[src/hw/dsp_pkg.sv]
package dsp_pkg;

	// Datapath and memory sizes
	localparam int data_width = 16;
	localparam int n_blocks = 16;
	localparam int block_addr_width = 4;
	localparam int n_registers = 16;
	localparam int reg_addr_width = 4;
	localparam int n_channels = 16;
	localparam int global_addr_width = block_addr_width + reg_addr_width;

	// Instruction word layout
	localparam int op_width = 4;
	localparam int shift_width = 3;
	localparam int src_a_lsb = op_width;
	localparam int src_b_lsb = src_a_lsb + reg_addr_width;
	localparam int src_c_lsb = src_b_lsb + reg_addr_width;
	localparam int dest_lsb = src_c_lsb + reg_addr_width;
	// Operand kind bits in order a, b, c, dest; set means block register
	localparam int type_lsb = dest_lsb + reg_addr_width;
	localparam int nosat_bit = type_lsb + 4;
	localparam int shift_lsb = nosat_bit + 1;
	localparam int instr_width = shift_lsb + shift_width;

	// Signed sample limits
	localparam logic signed [data_width-1:0] sat_max = {1'b0, {(data_width - 1){1'b1}}};
	localparam logic signed [data_width-1:0] sat_min = {1'b1, {(data_width - 1){1'b0}}};

	typedef enum logic [op_width-1:0] {
		op_nop   = 4'd0,
		op_add   = 4'd1,
		op_sub   = 4'd2,
		op_lsh   = 4'd3,
		op_rsh   = 4'd4,
		op_arsh  = 4'd5,
		op_mul   = 4'd6,
		op_mac   = 4'd7,
		op_abs   = 4'd8,
		op_gw    = 4'd9,
		op_mov   = 4'd10,
		op_clamp = 4'd11
	} opcode_t;

	// Result select for the arithmetic unit
	typedef enum logic [1:0] {
		alu_add,
		alu_sub,
		alu_mul,
		alu_mac
	} alu_op_t;

	typedef enum logic [3:0] {
		st_ready,
		st_block_start,
		st_fetch,
		st_fetch_wait,
		st_dispatch,
		st_exec,
		st_finish_block,
		st_continue,
		st_finish,
		st_finish_wait
	} core_state_t;

endpackage

[src/hw/dsp_alu.sv]
module dsp_alu (
	input dsp_pkg::alu_op_t alu_op,
	input logic signed [dsp_pkg::data_width-1:0] opnd_a,
	input logic signed [dsp_pkg::data_width-1:0] opnd_b,
	input logic signed [dsp_pkg::data_width-1:0] opnd_c,
	input logic saturate,
	input logic [dsp_pkg::shift_width-1:0] shift,
	output logic signed [dsp_pkg::data_width-1:0] alu_result,
	output logic signed [dsp_pkg::data_width-1:0] clamp_max,
	output logic signed [dsp_pkg::data_width-1:0] clamp_min
);

	// Narrow a one-bit-wide sum back to sample width
	function automatic logic signed [dsp_pkg::data_width-1:0] narrow(
		input logic signed [dsp_pkg::data_width:0] value,
		input logic sat
	);
		logic signed [dsp_pkg::data_width-1:0] result;
		if (sat && value > dsp_pkg::sat_max) begin
			result = dsp_pkg::sat_max;
		end else if (sat && value < dsp_pkg::sat_min) begin
			result = dsp_pkg::sat_min;
		end else begin
			result = value[dsp_pkg::data_width-1:0];
		end
		return result;
	endfunction

	logic signed [dsp_pkg::data_width:0] a_ext;
	logic signed [dsp_pkg::data_width:0] b_ext;
	logic signed [dsp_pkg::data_width:0] c_ext;
	logic signed [dsp_pkg::data_width:0] addsub_sum;
	logic signed [dsp_pkg::data_width:0] mac_sum;
	logic signed [dsp_pkg::data_width:0] mul_ext;

	logic signed [2*dsp_pkg::data_width-1:0] product;
	logic signed [2*dsp_pkg::data_width-1:0] product_shifted;
	logic [3:0] product_rshift;
	logic signed [dsp_pkg::data_width-1:0] mul_value;

	assign a_ext = {opnd_a[dsp_pkg::data_width-1], opnd_a};
	assign b_ext = {opnd_b[dsp_pkg::data_width-1], opnd_b};
	assign c_ext = {opnd_c[dsp_pkg::data_width-1], opnd_c};

	assign addsub_sum = (alu_op == dsp_pkg::alu_sub) ? a_ext - b_ext : a_ext + b_ext;

	// Q1.15 product, the extra shift lowers the right shift
	assign product = opnd_a * opnd_b;
	assign product_rshift = 4'(dsp_pkg::data_width - 1) - 4'(shift);
	assign product_shifted = product >>> product_rshift;

	always_comb begin
		if (saturate && product_shifted > dsp_pkg::sat_max) begin
			mul_value = dsp_pkg::sat_max;
		end else if (saturate && product_shifted < dsp_pkg::sat_min) begin
			mul_value = dsp_pkg::sat_min;
		end else begin
			mul_value = product_shifted[dsp_pkg::data_width-1:0];
		end
	end

	assign mul_ext = {mul_value[dsp_pkg::data_width-1], mul_value};
	assign mac_sum = mul_ext + c_ext;

	always_comb begin
		case (alu_op)
			dsp_pkg::alu_mul: alu_result = mul_value;
			dsp_pkg::alu_mac: alu_result = narrow(mac_sum, saturate);
			default: alu_result = narrow(addsub_sum, saturate);
		endcase
	end

	// Limits for clamp
	assign clamp_max = dsp_pkg::sat_max >>> shift;
	assign clamp_min = dsp_pkg::sat_min >>> shift;

endmodule

[config.mk]
export PLATFORM = sky130hd
export DESIGN_NAME = dsp_alu
export DESIGN_NICKNAME = d
export VERILOG_FILES = /design/src/hw/dsp_pkg.sv /design/src/hw/dsp_alu.sv
export SDC_FILE = /design/constraint.sdc
export NUM_CORES = 1
export LEC_CHECK = 0
export BUFFER_PORTS_ARGS = -buffer_cell sky130_fd_sc_hd__buf_2
export CORE_ASPECT_RATIO = 1.4
export CORE_MARGIN = 5
export CORE_UTILIZATION = 50
export DETAILED_ROUTE_END_ITERATION = 8
export PLACE_DENSITY_LB_ADDON = 0.15
export REMOVE_ABC_BUFFERS = 1
export SLEW_MARGIN = 15
export SYNTH_ARGS = -nofsm -noshare
export SYNTH_HDL_FRONTEND = slang
export SYNTH_SLANG_ARGS = --single-unit
[constraint.sdc]
create_clock -name vclk -period 20.5
set_input_delay 4.1 -clock vclk [all_inputs]
set_output_delay 4.1 -clock vclk [all_outputs]
set_load 0.01 [all_outputs]
==> results by group <==
Outcome
  • Status: completed

Layout
  • FF+latch area: 0 um^2
  • Diodes inserted: 0
  • Clock Buffer Count: 0
  • Layout cell share with drive strength beyond 1: 7.04%
  • FF+latch count: 0
  • Layout Nets: 2136
  • Layout overhead on the synthesized area: 3.33%
  • Fill cells: 2784

Synthesis
  • Post-synthesis cell count: 1708
  • Leading area contributor after synthesis: fa_1
  • Yosys cell types: 86
  • Synth Area per Inst: 8.15 um^2
  • Synth top area cells: fa_1, ha_1, inv_1, and2_1, nand2_1
  • Seq/Total Area, Yosys: 0%
  • YS warnings: 0
  • Yosys top cell area share: 37.8%
  • Top cells by count, synth: inv_1, fa_1, nand2_1, and2_1, ha_1
  • Post-Synthesis Cell Area: 13900 um^2
  • Count leader, synth: inv_1

Routing
  • Via/cell ratio: 5.64
  • Detailed Routing Iterations Pass 1: 5
  • Routed len/inst: 18.3 um
  • Initial DRC Count: 589
  • DRT Wirelength: ~38000 um
  • DR vias: 11.7k
  • Final ANT Viol Nets: 0
  • DR DRC count: 0

Floorplanning
  • Ports: roughly 100
  • Die X: approximately 150 um
  • Core area: 27600 um^2
  • Initial Utilization: 50.5%
  • Die area: 31300 um^2
  • Rows: 72
  • Die H: 207 um

Place
  • HPWL Detailed: 31200 um
  • RePlAce Congestion: 0.948
  • Port Buffer Count: 84

Worst setup path
  • Slowest CP cell: a41oi_4
  • CP Max Fanout: 28
  • WS Path Type: input port to output port
  • Top cell by count, worst path: fa_1
  • Req. time, crit path: 16.40 ns
  • Endpoint class of the critical path: output port
  • Worst EP arrival: between 15 and 20 ns
  • Largest stage delay, worst path: 0.61 ns
  • CP startpoint kind: input port

Global route
  • First-pass GRT wire length: 64100 um
  • Largest net degree at the start of global routing: 33
  • Vias in the first global route: 12.7k
  • Gr busiest metal: met2
  • GR Util met2: 46.2%
  • GR Util met1: between 30% and 40%
  • M3 GR Usage: 1.31%
  • GRT Util Overall: between 20% and 30%
  • Initial antenna violation count: 0
  • Remaining Overflow, GRT: 0

STA
  • RSZ-0062 raised after global routing: false
  • Worst Max-Slew Pin Slew: 0.853 ns
  • Slew headroom: 42.9%
  • Setup TNS: 0 ns
  • Fmax: 51.8 MHz
  • Slew Viols, Final: 0
  • Period minus WS final: 19.32 ns
  • Period utilization: 94.2%
  • Final Hold Violating Endpoints: 0
  • Final setup violation count: 0

Clock network
  • Setup Buffers After CTS: 0
  • Cts repair resizes: 0
  • Hold_buf cts: 0

Flow run
  • Max_cap viols: 0

Min path
  • Hold Crit Class: input port to output port
[metrics by stage]
stage / instances / utilization (%) / setup WS [ns] / hold WS (ns) / instance area (um^2)
3_3_place_gp: 2075 / 52.2 / 1.33 / 8.68 / 14400
4_1_cts: 2075 / 52.2 / 1.28 / 8.69 / 14400
3_5_place_dp: 2075 / 52.2 / 1.30 / 8.69 / 14400
6_report: 2075 / 52.2 / 1.18 / 8.68 / 14400
5_1_grt: 2075 / 52.2 / 0.509 / 8.72 / 14400
2_1_floorplan: 1620 / - / 2.93 / 8.20 / 13500
[final timing paths]
check / depth (start not counted) / end / startpoint / slack, ns
min: 2 / clamp_min[11] / shift[2] / 8.68
max: 40 / alu_result[2] / opnd_b[5] / 1.18
[cells by family after synthesis]
kind of cell,share of synthesized area [%]
adder cells (fa/ha/maj),47.9
buffers and inverters,12.3
AND/OR/NAND/NOR,18.4
other,0.0540
XOR/XNOR,4.40
multiplexers,2.92
AO/OA/AOI/OAI,14.1
[worst max-delay path, delay by kind of cell]
family	cells	cell delay, ns
AO/OA/AOI/OAI	14	3.46
XOR/XNOR	1	0.30
adder cells (fa/ha/maj)	9	3.98
buffers and inverters	9	1.00
multiplexers	1	0.25
AND/OR/NAND/NOR	6	2.06
[area by class of cell]
class,count,area (um^2),area share [%]
repair buffers,85,428,2.98
well taps,370,463,3.22
multi-input cells,1295,12300,85.3
inverters,325,1220,8.48
[layout by cell type (no fill, tap or decap), drive strengths merged, types with 5 or more instances in the layout]
cell type,synthesis,layout
inv,324,324
fa,263,263
nand2,179,179
and2,129,129
ha,112,112
buf,34,85
nor2,73,73
a21oi,72,72
o21ai,60,60
xnor2,49,49
mux2i,35,35
nor3,32,32
xor2,21,21
or3,20,20
conb,2,18
nand2b,17,17
a21o,15,15
nand3,15,15
o21a,14,14
a211oi,13,13
o211ai,12,12
a22o,11,11
nand4,9,9
nor2b,8,8
o21bai,8,8
a31oi,8,8
and3,7,7
or2,7,7
a211o,6,6
o31ai,6,6
o22ai,5,5
[routing by layer]
layer / up-vias / wire [um]
met5: - / 0
met4: 0 / 1230
met3: 77 / 1540
met2: 347 / 20200
met1: 5865 / 14900
li1: 5407 / -
Power is left out: the tool's default activity adds up to more than one toggle a clock period on the data nets, which glitch-free logic cannot reach.
