File: config.mk
export PLATFORM = sky130hd
export DESIGN_NAME = dsp_core
export DESIGN_NICKNAME = d
export VERILOG_FILES = /design/src/hw/dsp_pkg.sv /design/src/hw/dsp_core.sv
export SDC_FILE = /design/constraint.sdc
export NUM_CORES = 1
export LEC_CHECK = 0
export ABC_AREA = 1
export BUFFER_PORTS_ARGS = -buffer_cell sky130_fd_sc_hd__buf_4
export CAP_MARGIN = 15
export CORE_UTILIZATION = 55
export CTS_CLUSTER_SIZE = 30
export DETAILED_ROUTE_END_ITERATION = 12
export PLACE_DENSITY = 0.95
export SKIP_CTS_REPAIR_TIMING = 1
export SLEW_MARGIN = 10
export SYNTH_ARGS = -nofsm -noshare
export SYNTH_HDL_FRONTEND = slang
export SYNTH_SLANG_ARGS = --single-unit
File: constraint.sdc
create_clock -name clk -period 7.3 [get_ports clk]
set_input_delay 0.365 -clock clk [delete_from_list [all_inputs] [get_ports clk]]
set_output_delay 0.365 -clock clk [all_outputs]
set_load 0.1 [all_outputs]
File: src/hw/dsp_pkg.sv
package dsp_pkg;

	// Datapath and memory sizes
	localparam int data_width = 16;
	localparam int n_blocks = 16;
	localparam int block_addr_width = 4;
	localparam int n_registers = 16;
	localparam int reg_addr_width = 4;
	localparam int n_channels = 16;
	localparam int global_addr_width = block_addr_width + reg_addr_width;

	// Instruction word layout
	localparam int op_width = 4;
	localparam int shift_width = 3;
	localparam int src_a_lsb = op_width;
	localparam int src_b_lsb = src_a_lsb + reg_addr_width;
	localparam int src_c_lsb = src_b_lsb + reg_addr_width;
	localparam int dest_lsb = src_c_lsb + reg_addr_width;
	// Operand kind bits in order a, b, c, dest; set means block register
	localparam int type_lsb = dest_lsb + reg_addr_width;
	localparam int nosat_bit = type_lsb + 4;
	localparam int shift_lsb = nosat_bit + 1;
	localparam int instr_width = shift_lsb + shift_width;

	// Signed sample limits
	localparam logic signed [data_width-1:0] sat_max = {1'b0, {(data_width - 1){1'b1}}};
	localparam logic signed [data_width-1:0] sat_min = {1'b1, {(data_width - 1){1'b0}}};

	typedef enum logic [op_width-1:0] {
		op_nop   = 4'd0,
		op_add   = 4'd1,
		op_sub   = 4'd2,
		op_lsh   = 4'd3,
		op_rsh   = 4'd4,
		op_arsh  = 4'd5,
		op_mul   = 4'd6,
		op_mac   = 4'd7,
		op_abs   = 4'd8,
		op_gw    = 4'd9,
		op_mov   = 4'd10,
		op_clamp = 4'd11
	} opcode_t;

	// Result select for the arithmetic unit
	typedef enum logic [1:0] {
		alu_add,
		alu_sub,
		alu_mul,
		alu_mac
	} alu_op_t;

	typedef enum logic [3:0] {
		st_ready,
		st_block_start,
		st_fetch,
		st_fetch_wait,
		st_dispatch,
		st_exec,
		st_finish_block,
		st_continue,
		st_finish,
		st_finish_wait
	} core_state_t;

endpackage

File: src/hw/dsp_core.sv
module dsp_core (
	input logic clk,
	input logic reset,
	input logic tick,
	input logic command_reg_write,
	input logic [dsp_pkg::block_addr_width-1:0] command_block_target,
	input logic [dsp_pkg::reg_addr_width-1:0] command_reg_target,
	input logic signed [dsp_pkg::data_width-1:0] command_reg_write_val,
	input logic [dsp_pkg::instr_width-1:0] instr,
	input logic signed [dsp_pkg::data_width-1:0] reg_fetch,
	input logic signed [dsp_pkg::data_width-1:0] ch_fetch,
	input logic [dsp_pkg::block_addr_width-1:0] last_block,
	input logic signed [dsp_pkg::data_width-1:0] alu_result,
	input logic signed [dsp_pkg::data_width-1:0] clamp_max,
	input logic signed [dsp_pkg::data_width-1:0] clamp_min,
	output logic signed [dsp_pkg::data_width-1:0] sample_out,
	output logic ready,
	output logic reg_write_ack,
	output logic sample_load,
	output logic [dsp_pkg::block_addr_width-1:0] current_block,
	output logic [dsp_pkg::global_addr_width-1:0] reg_fetch_addr,
	output logic [dsp_pkg::reg_addr_width-1:0] ch_fetch_addr,
	output logic reg_write,
	output logic [dsp_pkg::global_addr_width-1:0] reg_write_addr,
	output logic signed [dsp_pkg::data_width-1:0] reg_write_val,
	output logic ch_write,
	output logic [dsp_pkg::reg_addr_width-1:0] ch_write_addr,
	output logic signed [dsp_pkg::data_width-1:0] ch_write_val,
	output logic signed [dsp_pkg::data_width-1:0] opnd_a,
	output logic signed [dsp_pkg::data_width-1:0] opnd_b,
	output logic signed [dsp_pkg::data_width-1:0] opnd_c,
	output dsp_pkg::alu_op_t alu_op,
	output logic saturate,
	output logic [dsp_pkg::shift_width-1:0] shift
);

	function automatic logic [1:0] operand_count(input dsp_pkg::opcode_t op);
		logic [1:0] count;
		case (op)
			dsp_pkg::op_add, dsp_pkg::op_sub, dsp_pkg::op_mul, dsp_pkg::op_gw: count = 2'd2;
			dsp_pkg::op_mac: count = 2'd3;
			default: count = 2'd1;
		endcase
		return count;
	endfunction

	dsp_pkg::core_state_t state;
	dsp_pkg::opcode_t opcode;

	logic [dsp_pkg::reg_addr_width-1:0] src_a;
	logic [dsp_pkg::reg_addr_width-1:0] src_b;
	logic [dsp_pkg::reg_addr_width-1:0] src_c;
	logic [dsp_pkg::reg_addr_width-1:0] dest;
	logic src_a_reg;
	logic src_b_reg;
	logic src_c_reg;
	logic dest_reg;

	logic [1:0] op_idx;
	logic [dsp_pkg::reg_addr_width-1:0] operand_addr;
	logic operand_is_reg;
	logic signed [dsp_pkg::data_width-1:0] operand_val;
	logic signed [dsp_pkg::data_width-1:0] work;

	logic cmd_write_prev;
	logic write_pending;

	// Instruction fields
	assign opcode = dsp_pkg::opcode_t'(instr[dsp_pkg::op_width-1:0]);
	assign src_a = instr[dsp_pkg::src_a_lsb +: dsp_pkg::reg_addr_width];
	assign src_b = instr[dsp_pkg::src_b_lsb +: dsp_pkg::reg_addr_width];
	assign src_c = instr[dsp_pkg::src_c_lsb +: dsp_pkg::reg_addr_width];
	assign dest = instr[dsp_pkg::dest_lsb +: dsp_pkg::reg_addr_width];
	assign src_a_reg = instr[dsp_pkg::type_lsb];
	assign src_b_reg = instr[dsp_pkg::type_lsb + 1];
	assign src_c_reg = instr[dsp_pkg::type_lsb + 2];
	assign dest_reg = instr[dsp_pkg::type_lsb + 3];
	assign saturate = ~instr[dsp_pkg::nosat_bit];
	assign shift = instr[dsp_pkg::shift_lsb +: dsp_pkg::shift_width];

	always_comb begin
		case (opcode)
			dsp_pkg::op_sub: alu_op = dsp_pkg::alu_sub;
			dsp_pkg::op_mul: alu_op = dsp_pkg::alu_mul;
			dsp_pkg::op_mac: alu_op = dsp_pkg::alu_mac;
			default: alu_op = dsp_pkg::alu_add;
		endcase
	end

	// Operand select, address goes out in st_fetch and data is back in st_fetch_wait
	always_comb begin
		case (op_idx)
			2'd0: begin
				operand_addr = src_a;
				operand_is_reg = src_a_reg;
			end
			2'd1: begin
				operand_addr = src_b;
				operand_is_reg = src_b_reg;
			end
			default: begin
				operand_addr = src_c;
				operand_is_reg = src_c_reg;
			end
		endcase
	end

	assign operand_val = operand_is_reg ? reg_fetch : ch_fetch;
	assign reg_fetch_addr = {current_block, operand_addr};
	// Channel 0 holds the output at the end of the chain
	assign ch_fetch_addr = (state == dsp_pkg::st_finish) ? '0 : operand_addr;

	assign sample_load = (state == dsp_pkg::st_ready) && tick;
	assign reg_write_ack = (state == dsp_pkg::st_ready) && write_pending;

	always_ff @(posedge clk) begin
		if (reset) begin
			state <= dsp_pkg::st_ready;
			ready <= 1'b1;
			current_block <= '0;
			op_idx <= '0;
			reg_write <= 1'b0;
			ch_write <= 1'b0;
			sample_out <= '0;
			cmd_write_prev <= 1'b0;
			write_pending <= 1'b0;
		end else begin
			reg_write <= 1'b0;
			ch_write <= 1'b0;
			cmd_write_prev <= command_reg_write;

			case (state)
				dsp_pkg::st_ready: begin
					if (write_pending) begin
						reg_write <= 1'b1;
						reg_write_addr <= {command_block_target, command_reg_target};
						reg_write_val <= command_reg_write_val;
						write_pending <= 1'b0;
					end
					if (tick) begin
						current_block <= '0;
						ready <= 1'b0;
						state <= dsp_pkg::st_block_start;
					end
				end

				dsp_pkg::st_block_start: begin
					op_idx <= '0;
					state <= dsp_pkg::st_fetch;
				end

				dsp_pkg::st_fetch: begin
					state <= dsp_pkg::st_fetch_wait;
				end

				dsp_pkg::st_fetch_wait: begin
					case (op_idx)
						2'd0: opnd_a <= operand_val;
						2'd1: opnd_b <= operand_val;
						default: opnd_c <= operand_val;
					endcase
					op_idx <= op_idx + 2'd1;
					// Operand c is always the last one
					if (op_idx == 2'd2) begin
						state <= dsp_pkg::st_exec;
					end else begin
						state <= dsp_pkg::st_dispatch;
					end
				end

				dsp_pkg::st_dispatch: begin
					case (opcode)
						dsp_pkg::op_add, dsp_pkg::op_sub, dsp_pkg::op_mul, dsp_pkg::op_mac,
						dsp_pkg::op_gw, dsp_pkg::op_lsh, dsp_pkg::op_rsh, dsp_pkg::op_arsh,
						dsp_pkg::op_abs, dsp_pkg::op_mov, dsp_pkg::op_clamp: begin
							if (op_idx < operand_count(opcode)) begin
								state <= dsp_pkg::st_fetch;
							end else begin
								state <= dsp_pkg::st_exec;
							end
						end
						// Nop and unused codes write nothing
						default: state <= dsp_pkg::st_continue;
					endcase
				end

				dsp_pkg::st_exec: begin
					case (opcode)
						dsp_pkg::op_add, dsp_pkg::op_sub, dsp_pkg::op_mul, dsp_pkg::op_mac: begin
							work <= alu_result;
						end
						dsp_pkg::op_lsh: work <= {opnd_a[dsp_pkg::data_width-2:0], 1'b0};
						dsp_pkg::op_rsh: work <= {1'b0, opnd_a[dsp_pkg::data_width-1:1]};
						dsp_pkg::op_arsh: work <= opnd_a >>> 1;
						// Most negative value wraps to itself
						dsp_pkg::op_abs: work <= (opnd_a < 0) ? -opnd_a : opnd_a;
						dsp_pkg::op_gw: work <= opnd_b;
						dsp_pkg::op_clamp: begin
							if (opnd_a < clamp_min) begin
								work <= clamp_min;
							end else if (opnd_a > clamp_max) begin
								work <= clamp_max;
							end else begin
								work <= opnd_a;
							end
						end
						default: work <= opnd_a;
					endcase
					state <= dsp_pkg::st_finish_block;
				end

				dsp_pkg::st_finish_block: begin
					if (opcode == dsp_pkg::op_gw) begin
						// Global address comes from operand a
						reg_write <= 1'b1;
						reg_write_addr <= opnd_a[dsp_pkg::global_addr_width-1:0];
						reg_write_val <= work;
					end else if (dest_reg) begin
						reg_write <= 1'b1;
						reg_write_addr <= {current_block, dest};
						reg_write_val <= work;
					end else begin
						ch_write <= 1'b1;
						ch_write_addr <= dest;
						ch_write_val <= work;
					end
					state <= dsp_pkg::st_continue;
				end

				dsp_pkg::st_continue: begin
					if (current_block == last_block) begin
						state <= dsp_pkg::st_finish;
					end else begin
						current_block <= current_block + 1'b1;
						state <= dsp_pkg::st_block_start;
					end
				end

				dsp_pkg::st_finish: begin
					state <= dsp_pkg::st_finish_wait;
				end

				dsp_pkg::st_finish_wait: begin
					sample_out <= ch_fetch;
					ready <= 1'b1;
					state <= dsp_pkg::st_ready;
				end

				default: begin
					ready <= 1'b1;
					state <= dsp_pkg::st_ready;
				end
			endcase

			// Remember a rising host write strobe until it is served
			if (command_reg_write && !cmd_write_prev) begin
				write_pending <= 1'b1;
			end
		end
	end

endmodule

==> flow_summary.toml <==
[outcome]
status = "finished, final reports clean"

[floorplan]
coreArea_sq_mm = 0.0139
fp.dieArea_sq_mm = 0.0148
die_y_um = 122
start_util = 0.564
placementRows = 43
die_x_um = 122
io_pins = 275

[critical_path]
slowest_stage = "o21ai_0"
crit_path_cell_trace = "inv_1 -> ha_1 -> nor2_1 -> nand2_1 -> nand3_1 -> o21ai_0"
crit_buf_inv = 1
crit_fanout = 32
r2r-start = "op_idx[0]"
cp.required_ns = 7.41
critPathLaunch = "op_idx[0]"
r2r_end = "opnd_b[15]"
r2r_slack_ns = 4.19
endpoint = "opnd_b[15]"
cp-start-kind = "flip-flop"
crit_family = "simple AND/OR/NAND/NOR gates"
crit_cells = 6
max_stage_delay_ns = 0.95
crit_type = "flip-flop to flip-flop"
arrival_ns = 3.22
cp-end-kind = "flip-flop"
reg2reg_depth = 6

[finish]
fillCellCount = 1003
area_delta_synth_final_pct = 34.1
drive_gt1_frac = 0.282
antenna_cells = 0
layout.cells.most_common_list = "buf_4 (275), nand2_1 (208), inv_1 (125)"
mostFrequentLayoutCell = "buf_4"
nNetsFinal = 1364

[power_and_ir_drop]
combPwrFrac = 0.266
internal-power_mw = 1.58
switching_power_uw = 822
pwr-share-seq = 0.386
sw_frac_of_total = 0.342
power_density_mw_per_mm2 = 228
ir_drop_v = 0.000172
pwr-share-clk = 0.349
total_power_mw = 2.40
p_leak_nw = 4.91

[route]
post_drt_wl_per_cell_um = 18.1
drt_iter0_markers = 789
firstDrtPassIters = 5
vias_per_cell = 5.78
via_count = 7973
drc = 0
detail_route.wirelength_mm = 25.0
ant_nets = 0

[flow_run]
drv_cap = 0

[synthesis]
synth_area_sq_mm = 0.00786
syn_avg_cell_area_sq_um = 8.46
synthesis.nets = 1106
synth-edff-count = 108
ys_ff_latch = 139
syn_inst = 929
ys.flop_type = "edfxtp_1"
synthArstFlopShare = 0
yosys_warnings = 0
ys_seq_area_frac = 0.491
synth_cell_types = 44

[sta]
holdWs_ns = 0.129
period_needed_ns = 3.11
tightest_slew_ns = 0.984
finalSetupViolations = 0
skew_ns = 0.00755
maxSlewViolCount = 0
max_freq_mhz = 321
hold_viol_final = 0
max-slew-margin-rel = 0.342
finalSetupTns_ns = 0
min_period_over_period = 0.426
rsz0062_at_grt = "false"

[placement]
dp_hpwl_mm = 18.7
io_buffers = 268
gp_congestion = 0.934

[cts]
clk_latency_ns = 0.42
h-tree-depth = 4
cts_tree = "done"
numCtsBuffers = 17
clockRootBuffer = "clkbuf_16"
numClockSinks = 139
cts_max_path_buffers = 2
path_clk_slew_ns = 0.06

[global_routing]
grt_pass1_wl_mm = 38.4
overflow = 0
antenna_found_initial = 0
grt_max_degree = 33
grt_pass1_vias = 7614
track_usage = 0.344

[min_path]
hp-class = "input pin to flip-flop"
holdCritStartpoint = "instr[18]"
==> how the worst min path moves through the flow <==
stage / end / slack [ns] / cells past startpoint
after floorplan: ch_write_val[0] / 0.43 / 0
after global placement: ch_write_val[4] / 0.46 / 0
after detailed placement: ch_write_val[7] / 0.45 / 0
after CTS: ch_write_addr[1] / 0.12 / 1
after global routing: ch_write_addr[2] / 0.12 / 1
final: ch_write_addr[2] / 0.13 / 1
==> cell families after synthesis <==
kind of cell    Yosys count  synth area share
fa+ha+maj                37            0.0589
simple gates            402             0.225
buf+inv                 166            0.0885
xor+xnor                  7           0.00780
compound gates          178             0.129
flops                   139             0.491
==> cell usage after synthesis, drive strengths merged (4+ instances only) <==
| cell | count | share of area |
|---|---|---|
| nand2 | 214 | 0.11 |
| nand3 | 79 | 0.054 |
| ha | 37 | 0.059 |
| nor3 | 11 | 0.0083 |
| dfxtp | 31 | 0.079 |
| nor2 | 80 | 0.040 |
| a21oi | 75 | 0.053 |
| xnor2 | 5 | 0.0056 |
| a22o | 4 | 0.0045 |
| nor4 | 5 | 0.0040 |
| o221ai | 4 | 0.0045 |
| o22ai | 7 | 0.0056 |
| o21ai | 71 | 0.045 |
| clkbuf | 23 | 0.012 |
| edfxtp | 108 | 0.41 |
| nand4 | 11 | 0.011 |
| inv | 127 | 0.061 |
| buf | 14 | 0.015 |
==> metrics by stage <==
stage | area (sq um) | std cells | utilization | setup WS [ns]
2_1_floorplan | 7860 | 929 | - | 3.46
3_3_place_gp | 9950 | 1347 | 0.714 | 4.40
3_5_place_dp | 9950 | 1347 | 0.714 | 4.29
4_1_cts | 10500 | 1379 | 0.755 | 4.36
5_1_grt | 10500 | 1380 | 0.757 | 4.03
6_report | 10500 | 1380 | 0.757 | 4.19
==> power by group through the flow <==
stage	Combinational, mW	Clock [mW]	Sequential [mW]
2_1_floorplan	0.367	0	1.03
4_1_cts	0.632	0.842	0.925
5_1_grt	0.684	0.875	0.928
6_report	0.639	0.838	0.927
3_5_place_dp	0.627	0	0.942
3_3_place_gp	0.612	0	0.941
==> metal layers <==
layer,routed length (um),up-vias,global-route usage
met1,9190,3692,0.407
met4,1040,0,0.169
li1,-,3657,-
met3,2460,101,0.0810
met5,0,-,0
met2,12300,523,0.587
==> registers in the layout, indices dropped and copies added, names as in the netlist, 2 cells and up <==
register / cells
state: 4
sample_out: 16
reg_write_addr: 8
reg_write_val: 16
op_idx: 2
opnd_b: 16
work: 16
ch_write_addr: 4
opnd_c: 16
opnd_a: 16
ch_write_val: 16
current_block: 4
==> area by class of cell <==
| cell class | instances | area, sq um | area share |
|---|---|---|---|
| sequential | 139 | 3860 | 0.366 |
| multi-input combinational | 624 | 3320 | 0.315 |
| timing repair buffer | 276 | 2080 | 0.197 |
| inverter | 129 | 484 | 0.0459 |
| clock buffer | 21 | 450 | 0.0427 |
| tap | 180 | 225 | 0.0214 |
| clock inverter | 11 | 119 | 0.0113 |
No activity file was read; power rests on OpenSTA's default activity.
